==> src/rtl/sched_pkg.sv <==
// ------------------------------------------------
// issue scheduler shared definitions
// sizes, derived widths and the payload word type
// ------------------------------------------------

`default_nettype none

package sched_pkg;

   // ------------------------------------------------
   // sizes
   // ------------------------------------------------

   // number of level-sensitive resources an entry depends on
   localparam int NUM_RES     = 2;
   // width of each resource availability bitmap
   localparam int DEP_BITS    = 8;
   // entries in flight at most
   localparam int NUM_ENTRIES = 8;

   // ------------------------------------------------
   // derived widths
   // ------------------------------------------------

   // index into one availability bitmap
   localparam int DEP_W  = $clog2(DEP_BITS);
   // binary entry id
   localparam int ID_W   = $clog2(NUM_ENTRIES);
   // payload word width
   localparam int DATA_W = 16;

   // payload carried from enqueue to issue
   typedef logic [DATA_W-1:0] payload_t;

endpackage

`default_nettype wire

==> src/rtl/id_pool.sv <==
// ------------------------------------------------
// entry id pool
// keeps the active bitmap, offers the lowest free id
// as one-hot and frees ids handed back on dequeue
// ------------------------------------------------

`timescale 1ns/1ps
`default_nettype none

module id_pool
   import sched_pkg::*;
(
   input  wire logic                   clk_i,
   input  wire logic                   rst_i,
   // take the currently offered id
   input  wire logic                   alloc_i,
   // ids released this cycle
   input  wire logic [NUM_ENTRIES-1:0] dealloc_oh_i,
   output logic      [NUM_ENTRIES-1:0] active_o,
   output logic      [NUM_ENTRIES-1:0] free_oh_o,
   output logic                        free_v_o
);

   // one bit per entry, set while the id is in flight
   logic [NUM_ENTRIES-1:0] active_r;
   logic [NUM_ENTRIES-1:0] free_vec;
   logic [NUM_ENTRIES-1:0] set_vec;
   logic [NUM_ENTRIES-1:0] active_nxt;

   // ------------------------------------------------
   // free id selection
   // ------------------------------------------------

   assign free_vec = ~active_r;

   // isolate the lowest set bit of the free vector
   // zero when the pool is full
   assign free_oh_o = free_vec & (~free_vec + NUM_ENTRIES'(1));

   assign free_v_o = |free_vec;

   assign active_o = active_r;

   // ------------------------------------------------
   // active bitmap update
   // ------------------------------------------------

   // set the offered id only when the caller takes it
   assign set_vec = {NUM_ENTRIES{alloc_i}} & free_oh_o;

   // released ids drop out here and can be offered again next cycle
   // alloc and dealloc never overlap on the same id since the offered id is free
   assign active_nxt = (active_r & ~dealloc_oh_i) | set_vec;

   always_ff @(posedge clk_i)
   begin
      if (rst_i)
      begin
         // all ids free after reset
         active_r <= '0;
      end
      else
      begin
         active_r <= active_nxt;
      end
   end

endmodule

`default_nettype wire

==> src/rtl/payload_store.sv <==
// ------------------------------------------------
// payload store
// single-port memory shared by enqueue writes and
// issue reads, the write always wins the port
// ------------------------------------------------

`timescale 1ns/1ps
`default_nettype none

module payload_store
   import sched_pkg::*;
(
   input  wire logic            clk_i,
   input  wire logic            rst_i,

   // write peer, enqueue side
   input  wire logic            wr_req_i,
   input  wire logic [ID_W-1:0] wr_id_i,
   input  wire payload_t        wr_data_i,

   // read peer, issue side
   input  wire logic            rd_req_i,
   input  wire logic [ID_W-1:0] rd_id_i,
   output logic                 rd_grant_o,

   // registered read result
   output logic                 rd_v_o,
   output logic      [ID_W-1:0] rd_id_o,
   output payload_t             rd_data_o
);

   payload_t        mem [NUM_ENTRIES];
   logic [ID_W-1:0] port_addr;

   // ------------------------------------------------
   // port arbitration
   // ------------------------------------------------

   // read gets the port only in a cycle without a write
   assign rd_grant_o = rd_req_i & ~wr_req_i;

   // one address for the single port
   assign port_addr = wr_req_i ? wr_id_i : rd_id_i;

   // ------------------------------------------------
   // memory port
   // ------------------------------------------------

   always_ff @(posedge clk_i)
   begin
      if (wr_req_i)
      begin
         mem[port_addr] <= wr_data_i;
      end
      else if (rd_grant_o)
      begin
         // data and id held until the next granted read
         rd_data_o <= mem[port_addr];
         rd_id_o   <= port_addr;
      end
   end

   // valid strobe for exactly one cycle after a grant
   always_ff @(posedge clk_i)
   begin
      if (rst_i)
      begin
         rd_v_o <= 1'b0;
      end
      else
      begin
         rd_v_o <= rd_grant_o;
      end
   end

endmodule

`default_nettype wire

==> src/rtl/resource_scheduler.sv <==
// ------------------------------------------------
// level-sensitive resource scheduler
// hands out entry ids, holds dependency indices and
// picks ready entries round-robin, no payload kept
// ------------------------------------------------

`timescale 1ns/1ps
`default_nettype none

module resource_scheduler
   import sched_pkg::*;
(
   input  wire logic                             clk_i,
   input  wire logic                             rst_i,

   // availability bitmaps, sampled every cycle
   input  wire logic [NUM_RES-1:0][DEP_BITS-1:0] res_avail_i,

   // allocate side
   input  wire logic                             alloc_v_i,
   input  wire logic [NUM_RES-1:0][DEP_W-1:0]    alloc_sel_i,
   output logic                                  alloc_fire_o,
   output logic      [ID_W-1:0]                  alloc_id_o,

   // dequeue side
   output logic                                  deq_v_o,
   output logic      [ID_W-1:0]                  deq_id_o,
   input  wire logic                             deq_yumi_i
);

   logic [NUM_ENTRIES-1:0] active;
   logic [NUM_ENTRIES-1:0] free_oh;
   logic                   free_v;
   logic [NUM_ENTRIES-1:0] entry_ready;
   logic [NUM_ENTRIES-1:0] grant_oh;
   logic [NUM_ENTRIES-1:0] dealloc_oh;

   // dependency indices per entry, one per resource
   logic [NUM_ENTRIES-1:0][NUM_RES-1:0][DEP_W-1:0] sel_idx_r;

   // or-reduction encoder, input is one-hot or zero
   function automatic logic [ID_W-1:0] oh_to_id(input logic [NUM_ENTRIES-1:0] oh);
      logic [ID_W-1:0] id;
      id = '0;
      for (int i = 0; i < NUM_ENTRIES; i++)
      begin
         if (oh[i])
         begin
            id = id | ID_W'(i);
         end
      end
      return id;
   endfunction

   // ------------------------------------------------
   // allocation
   // ------------------------------------------------

   id_pool u_id_pool (
      .clk_i        (clk_i),
      .rst_i        (rst_i),
      .alloc_i      (alloc_fire_o),
      .dealloc_oh_i (dealloc_oh),
      .active_o     (active),
      .free_oh_o    (free_oh),
      .free_v_o     (free_v)
   );

   // request without a free id is dropped
   assign alloc_fire_o = alloc_v_i & free_v;
   assign alloc_id_o   = oh_to_id(free_oh);

   // capture the indices of the new entry
   always_ff @(posedge clk_i)
   begin
      if (alloc_fire_o)
      begin
         sel_idx_r[alloc_id_o] <= alloc_sel_i;
      end
   end

   // ------------------------------------------------
   // readiness
   // ------------------------------------------------

   // AND of the selected bit of every resource
   for (genvar e = 0; e < NUM_ENTRIES; e++)
   begin : g_ready
      logic [NUM_RES-1:0] res_ok;
      for (genvar r = 0; r < NUM_RES; r++)
      begin : g_res
         // inactive rows never look at their stale indices
         assign res_ok[r] = active[e] ? res_avail_i[r][sel_idx_r[e][r]] : 1'b0;
      end
      assign entry_ready[e] = active[e] & (&res_ok);
   end

   // ------------------------------------------------
   // selection and dequeue
   // ------------------------------------------------

   rr_arbiter u_rr_arbiter (
      .clk_i      (clk_i),
      .rst_i      (rst_i),
      .req_i      (entry_ready),
      .accept_i   (deq_yumi_i),
      .grant_oh_o (grant_oh)
   );

   assign deq_v_o  = |entry_ready;
   assign deq_id_o = oh_to_id(grant_oh);

   // accepted entry goes back to the pool
   assign dealloc_oh = grant_oh & {NUM_ENTRIES{deq_yumi_i}};

endmodule

`default_nettype wire

==> src/rtl/rr_arbiter.sv <==
// ------------------------------------------------
// round-robin arbiter
// one-hot grant to the first requester at or after
// the pointer, pointer moves past an accepted grant
// ------------------------------------------------

`timescale 1ns/1ps
`default_nettype none

module rr_arbiter
   import sched_pkg::*;
(
   input  wire logic                   clk_i,
   input  wire logic                   rst_i,
   input  wire logic [NUM_ENTRIES-1:0] req_i,
   // the granted requester was taken this cycle
   input  wire logic                   accept_i,
   output logic      [NUM_ENTRIES-1:0] grant_oh_o
);

   // index with the highest priority this cycle
   logic [ID_W-1:0] ptr_r;
   logic [ID_W-1:0] ptr_nxt;
   logic [ID_W-1:0] grant_idx;
   logic            grant_found;

   // ------------------------------------------------
   // grant selection
   // ------------------------------------------------

   // walk the offsets from far to near so the nearest requester is written last
   always_comb
   begin
      grant_idx = ptr_r;
      for (int k = NUM_ENTRIES - 1; k >= 0; k--)
      begin
         if (req_i[(int'(ptr_r) + k) % NUM_ENTRIES])
         begin
            grant_idx = ID_W'((int'(ptr_r) + k) % NUM_ENTRIES);
         end
      end
   end

   assign grant_found = |req_i;

   assign grant_oh_o = grant_found ? (NUM_ENTRIES'(1) << grant_idx) : '0;

   // ------------------------------------------------
   // pointer
   // ------------------------------------------------

   // one past the granted index, wrapping at the last entry
   assign ptr_nxt = (grant_idx == ID_W'(NUM_ENTRIES - 1)) ? '0 : grant_idx + ID_W'(1);

   always_ff @(posedge clk_i)
   begin
      if (rst_i)
      begin
         ptr_r <= '0;
      end
      else if (accept_i && grant_found)
      begin
         ptr_r <= ptr_nxt;
      end
   end

endmodule

`default_nettype wire

==> src/rtl/sched_top.sv <==
// ------------------------------------------------
// issue scheduler top level
// ties the scheduler and the payload store to the
// enqueue, resource and issue ports
// ------------------------------------------------

`timescale 1ns/1ps
`default_nettype none

module sched_top
   import sched_pkg::*;
(
   input  wire logic                             clk_i,
   input  wire logic                             rst_i,

   // ------------------------------------------------
   // enqueue, answered in the same cycle
   // ------------------------------------------------
   input  wire logic                             enq_v_i,
   input  wire logic [NUM_RES-1:0][DEP_W-1:0]    enq_sel_i,
   input  wire payload_t                         enq_data_i,
   output logic                                  enq_ok_o,
   output logic      [ID_W-1:0]                  enq_id_o,

   // ------------------------------------------------
   // resource availability
   // ------------------------------------------------
   input  wire logic [NUM_RES-1:0][DEP_BITS-1:0] res_avail_i,

   // ------------------------------------------------
   // issue strobe, no back-pressure
   // ------------------------------------------------
   output logic                                  iss_v_o,
   output logic      [ID_W-1:0]                  iss_id_o,
   output payload_t                              iss_data_o
);

   // read request from the scheduler
   logic            deq_v;
   logic [ID_W-1:0] deq_id;
   // read won the store port, entry leaves the scheduler
   logic            rd_grant;

   // accepted enqueue doubles as the store write request
   resource_scheduler u_scheduler (
      .clk_i        (clk_i),
      .rst_i        (rst_i),
      .res_avail_i  (res_avail_i),
      .alloc_v_i    (enq_v_i),
      .alloc_sel_i  (enq_sel_i),
      .alloc_fire_o (enq_ok_o),
      .alloc_id_o   (enq_id_o),
      .deq_v_o      (deq_v),
      .deq_id_o     (deq_id),
      .deq_yumi_i   (rd_grant)
   );

   // registered read result is the issue output
   payload_store u_store (
      .clk_i      (clk_i),
      .rst_i      (rst_i),
      .wr_req_i   (enq_ok_o),
      .wr_id_i    (enq_id_o),
      .wr_data_i  (enq_data_i),
      .rd_req_i   (deq_v),
      .rd_id_i    (deq_id),
      .rd_grant_o (rd_grant),
      .rd_v_o     (iss_v_o),
      .rd_id_o    (iss_id_o),
      .rd_data_o  (iss_data_o)
   );

endmodule

`default_nettype wire

==> config.mk <==
export PLATFORM = sky130hd
export DESIGN_NAME = sched_top
export DESIGN_NICKNAME = d
export VERILOG_FILES = /design/src/rtl/sched_pkg.sv /design/src/rtl/id_pool.sv /design/src/rtl/payload_store.sv /design/src/rtl/resource_scheduler.sv /design/src/rtl/rr_arbiter.sv /design/src/rtl/sched_top.sv
export SDC_FILE = /design/constraint.sdc
export NUM_CORES = 1
export LEC_CHECK = 0
export BUFFER_PORTS_ARGS = -buffer_cell sky130_fd_sc_hd__buf_2
export CAP_MARGIN = 20
export CORE_MARGIN = 1
export CORE_UTILIZATION = 30
export DETAILED_ROUTE_END_ITERATION = 10
export PLACE_DENSITY_LB_ADDON = 0.1
export SYNTH_ARGS = -nofsm -noshare
export SYNTH_HDL_FRONTEND = slang
export SYNTH_HIERARCHICAL = 1
export SYNTH_SLANG_ARGS = --single-unit
export TNS_END_PERCENT = 5
==> constraint.sdc <==
create_clock -name clk_i -period 14.2 [get_ports clk_i]
set_clock_uncertainty 0.05 [all_clocks]
set_input_delay 1.42 -clock clk_i [delete_from_list [all_inputs] [get_ports clk_i]]
set_output_delay 1.42 -clock clk_i [all_outputs]
set_load 0.05 [all_outputs]
; ---- Word level (Yosys, flattened, before mapping)
; Memory sizes are Yosys's and may differ from the RTL's. A register that Yosys moved wholly into a read port is not among the register bits.
; Cells that the tools add are included.
[op_classes]
addsub = 9
n_lt_le_gt_ge = 26
eq_ne = 1
shifts = 1
mux = 101
bitwise = 26
n_reduce_logical = 20
[op_table]
columns = operator, n
row1 = 1-bit binary-select mux with 3-bit select, 24
row2 = 3-bit by 4-bit less-than comparator with 1-bit output (second input constant), 18
row3 = 3-bit 2-to-1 mux, 18
row4 = 1-bit 2-to-1 mux, 51
row5 = 48-bit bitwise mux, 1
row6 = 4-bit by 5-bit less-than comparator with 1-bit output (second input constant), 7
row7 = 8-bit AND, 4
row8 = 8-bit inverter, 3
row9 = 3-bit OR reduction, 7
row10 = 6-bit demux with 3-bit select, 1
row11 = 2-bit AND reduction, 9
row12 = 8-bit OR reduction, 2
row13 = 3-bit adder (second input constant), 4
row14 = 1-bit AND, 10
row15 = 8-bit by 1-bit adder with 8-bit output (second input constant), 1
row16 = 2-bit 2-to-1 mux, 4
row17 = 8-bit 2-to-1 mux, 1
row18 = 8-bit OR, 1
row19 = 1-bit by 3-bit left shift with 8-bit output (first input constant), 1
row20 = 1-bit AND (first input constant), 7
row21 = 3-bit by 1-bit adder with 3-bit output (second input constant), 2
row22 = 3-bit by 2-bit adder with 3-bit output (second input constant), 2
row23 = 6-bit 2-to-1 mux, 1
row24 = 3-bit == test (second input constant), 1
row25 = other kinds (3), 4
[totals]
reg_bits = 63
mem_bits_rw = 128
elab_cells = 205
mem_count = 1
[memory_table]
columns = name, words, width, read_ports, rd_clocked_by_memory_dff, wr, line_no
row1 = u_store.mem, 8, 16, 1, 1, 1, payload_store.sv:32  ; payload_t mem [NUM_ENTRIES];

; ---- Depth between registers and ports, before layout
[depth]
depth_word = 26
ltp_mapped = 22
mapped_depth_nobuf = 19

; ---- Modules after synthesis
; Netlist, hierarchy kept.
[modules_own_cells]
columns = mod, n_inst, cells_per_inst, area_each_um2, seq_area_each_um2
row1 = payload_store, 1, 401, 5660.4, 4434.3
row2 = resource_scheduler, 1, 163, 2688.8, 1441.4
row3 = rr_arbiter, 1, 136, 1157.4, 60.1
row4 = id_pool, 1, 50, 407.9, 160.2

; ---- Worst setup path after synthesis
; OpenSTA, ideal clock, no wires.
[synth_path]
kind = input -> register
start = in res_avail_i[13] in the netlist's numbering
end = mem u_store/mem[4][0] in the netlist's numbering (enable)
arrival_time_ns = 6.108
required_time_ns = 13.762
slack_ns = 7.654
path_stages = 17
n_path_buf = 1
path_cell_list = mux4_2 > mux2i_1 > nor4_1 > mux2i_1 > mux4_2 > and3_1 > a32o_1 > o21ai_0 > o211ai_1 > ha_1 > ha_1 > and2_1 > or4_1 > inv_1 > a32oi_4 > buf_4 > nor2_1
[synth_via]
word_cells_on_any_way = 82
[synth_rtl]
columns = element, line_no
row1 = from (decl), sched_top.sv:28  ; input wire logic [NUM_RES-1:0][DEP_BITS-1:0] res_avail_i,
row2 = 1-bit binary-select mux with 3-bit select (*), resource_scheduler.sv:93  ; assign res_ok[r] = active[e] ? res_avail_i[r][sel_idx_r[e][r]] : 1'b0;
row3 = 1-bit 2-to-1 mux (implied by the code) (*), resource_scheduler.sv:93
row4 = 1-bit 2-to-1 mux (*), resource_scheduler.sv:93
row5 = 2-bit AND reduction (*), resource_scheduler.sv:95  ; assign entry_ready[e] = active[e] & (&res_ok);
row6 = 1-bit AND (*), resource_scheduler.sv:95
row7 = via u_scheduler.entry_ready[2], resource_scheduler.sv:34  ; logic [NUM_ENTRIES-1:0] entry_ready;
row8 = 1-bit binary-select mux with 3-bit select, rr_arbiter.sv:37  ; if (req_i[(int'(ptr_r) + k) % NUM_ENTRIES])
row9 = 1-bit 2-to-1 mux (implied by the code) (2 in a row), rr_arbiter.sv:37
row10 = 3-bit 2-to-1 mux (8 in a row), rr_arbiter.sv:37
row11 = 1-bit by 3-bit left shift with 8-bit output, rr_arbiter.sv:46  ; assign grant_oh_o = grant_found ? (NUM_ENTRIES'(1) << grant_idx) : '0;
row12 = 8-bit 2-to-1 mux (*), rr_arbiter.sv:46
row13 = via u_scheduler.grant_oh[3], resource_scheduler.sv:35  ; logic [NUM_ENTRIES-1:0] grant_oh;
row14 = 2-bit 2-to-1 mux (*), resource_scheduler.sv:47  ; if (oh[i])
row15 = 3-bit 2-to-1 mux (*) (4 in a row), resource_scheduler.sv:47
row16 = via deq_id[1], sched_top.sv:40  ; logic [ID_W-1:0] deq_id;
row17 = 3-bit 2-to-1 mux (*), payload_store.sv:43  ; assign port_addr = wr_req_i ? wr_id_i : rd_id_i;
row18 = to (decl), payload_store.sv:32
; Mark *: on every way through the listed nets, which the timed path passes. The rest lies on a longest branch. The select of a mux whose other input is x is not followed.

; ---- Worst setup path after layout
[layout_path]
start = in res_avail_i[3] in the netlist's numbering
end = reg u_store.rd_data_o[13] (read register of u_store.mem) (data pin)
[layout_via]
word_cells_on_any_way = 84
[layout_rtl]
columns = element, line_no
row1 = 1-bit binary-select mux with 3-bit select (*), resource_scheduler.sv:93
row2 = 1-bit 2-to-1 mux (implied by the code) (*), resource_scheduler.sv:93
row3 = 1-bit 2-to-1 mux (*), resource_scheduler.sv:93
row4 = 2-bit AND reduction (*), resource_scheduler.sv:95
row5 = 1-bit AND (*), resource_scheduler.sv:95
row6 = via u_scheduler.entry_ready[6], resource_scheduler.sv:34
row7 = 1-bit binary-select mux with 3-bit select, rr_arbiter.sv:37
row8 = 1-bit 2-to-1 mux (implied by the code) (2 in a row), rr_arbiter.sv:37
row9 = 3-bit 2-to-1 mux (8 in a row), rr_arbiter.sv:37
row10 = 1-bit by 3-bit left shift with 8-bit output, rr_arbiter.sv:46
row11 = 8-bit 2-to-1 mux (*), rr_arbiter.sv:46
row12 = via u_scheduler.grant_oh[3], resource_scheduler.sv:35
row13 = 2-bit 2-to-1 mux (*), resource_scheduler.sv:47
row14 = 3-bit 2-to-1 mux (*) (4 in a row), resource_scheduler.sv:47
row15 = via deq_id[0], sched_top.sv:40
row16 = 3-bit 2-to-1 mux (*), payload_store.sv:43
row17 = to (decl), payload_store.sv:29  ; output payload_t rd_data_o
; Marked as above.
; A chain may end at the register's enable or synchronous reset.

==> flow_summary.yaml <==
power:
  leakagePower_nw: 4.03
  p_per_area_mw_per_mm2: 123
  peakVddDrop_mv: 0.0829
die:
  die_h_um: 184
  dieWidth_um: 184
  rows: 66
  die-area_sq_mm: 0.0338
  initial_utilization_pct: 30.5
  core_sq_mm: 0.0325
  num_io_pins: 65
setup_path:
  cp_slowest_cell: "nor4_1"
  slowest_delay_ns: 0.79
  critPathArrivalTime_ns: 7.73
  critPathLaunchType: "input port"
  crit_family: "simple AND/OR/NAND/NOR gates"
  cp_cell_sequence: "buf_2, mux4_1, mux2i_1, nor4_1, buf_2, mux2i_1, mux4_2, and3_1, a32o_1, o21ai_0, o211ai_1, ha_1, ha_1, and2_1, or4_1, mux2i_4, buf_4, inv_2, buf_12, nand2_1, a21oi_1, or4_1"
  critPathKind: "input port to flop"
  end_kind: "flop"
  worst-path-buf-inv: 5
  cp.required_ns: 14.38
  cp_max_fo: 65
synthesis:
  avgSynthCellArea_sq_um: 13.2
  synth_nets: 798
  synth_area_sq_mm: 0.00991
  yosysWarnings: 6
  synthCells: 749
finish:
  final_common_cell: "edfxtp_1"
  nNetsFinal: 876
  area_delta_synth_final_pct: 17.3
  insertedDiodeCount: 0
  fin_util_pct: 35.7
  drive_above_1_share_pct: 21.4
  final_cell_mix: "195 x edfxtp_1, 153 x nand2_1, 76 x a21oi_1, 65 x buf_2, 34 x nor2_1"
  finish.instance_area_sq_mm: 0.0116
sta:
  max_freq_mhz: 132
  hold_ws_ns: 0.504
  finalMaxSlewViolations: 0
  grt_setup_unrepaired: "false"
  setup_viol: 0
  report.final.hold_viol_count: 0
  max_slew_margin_pct: 33.2
  period_share_pct: 53.2
  worst_pin_slew_ns: 0.998
  layout_min_cycle_time_ns: 7.55
  fin_setup_tns_ns: 0
place:
  place.gp.congestion: 0.813
  port_buffers: 64
  postPlaceCellArea_sq_mm: 0.0108
  post-dp-hpwl_um: 16500
clocking:
  path_clk_slew_ns: 0.06
  cts.sinks: 207
  numCtsBuffers: 25
  holdBufCountCts: 0
  h-tree-depth: 1
  cts_resized: 0
  cts_setup_buffers: 0
  cts_tree: "built"
  clock_latency_ns: 0.52
  ctsLongestPathBuffers: 3
  cts_root_buffer: "clkbuf_16"
hold_path:
  hold_path.class: "flop to flop"
detailed_routing:
  vias_per_cell: 4.97
  first_iter_violations: 428
  drc: 0
  first_pass_iters: 4
  vias: 6402
  wl_um: 25500
  postRouteAntennaNets: 0
  wl_per_cell_um: 19.8
outcome:
  status: "complete, no violations"
global_routing:
  antenna_found_initial: 0
  grt_usage_pct: 15.5
  grt_pass1_wl_um: 39400
  grt_overflow_total: 0
  grt_pass1_vias: 6528
  grt_start_max_net_pins: 66
flow_run:
  drv_cap: 0
-- tightest hold or removal path: stages (launching register included) --
cell      delay (ns)
dfxtp_1         0.36
nand2b_1        0.09
a21oi_1         0.05
-- routing by layer --
layer	up-vias	track usage, %	share of wire, %
met4	0	3.37	1.6
met5	-	0	0
met3	31	2.14	4.1
met1	3228	21.1	46
met2	137	26.2	49
li1	3006	-	-
-- state kept, by name, summed over array words and instances (netlist names) --
signal                          cells
u_scheduler/u_id_pool/active_o      8
u_store/rd_v_o                      1
u_store/mem                       128
u_store/rd_data_o                  16
u_store/rd_id_o                     3
u_scheduler/u_rr_arbiter/ptr_r      3
u_scheduler/sel_idx_r              48
-- through the flow --
step / total power [mW] / std cells / setup slack, ns
final: 1.43 / 1287 / 6.65
after global routing: 1.48 / 1287 / 6.26
after CTS: 1.45 / 1285 / 6.63
after detailed placement: 0.790 / 1240 / 6.12
after global placement: 0.787 / 1238 / 5.73
after floorplan: 0.751 / 749 / 7.65
-- area by class of cell --
type | count | area [sq um]
multi-input cells | 497 | 3600
clock buffers | 25 | 626
well taps | 442 | 553
clock inverters | 20 | 229
inverters | 13 | 48.8
flip-flops and latches | 207 | 6100
repair buffers | 83 | 470
fillers | 3228 | 20900
-- path summary, 6_finish.rpt --
kind,startpoint,end,slack (ns),depth (start not counted)
hold reg to reg,u_scheduler/u_id_pool/active_o[3],u_scheduler/u_id_pool/active_o[3],0.50,2
hold / removal,u_scheduler/u_id_pool/active_o[3],u_scheduler/u_id_pool/active_o[3],0.50,2
setup reg to reg,u_scheduler/u_rr_arbiter/ptr_r[0],u_store/rd_data_o[13],7.04,19
setup / recovery,res_avail_i[3],u_store/rd_data_o[13],6.65,22
-- power by group --
group,switching (mW),internal (mW),leakage (nW)
Clock,0.240,0.411,0.414
Sequential,0.00467,0.680,1.87
Combinational,0.0611,0.0301,1.75
Total,0.306,1.12,4.03
Power figures use the tool's default switching activity.
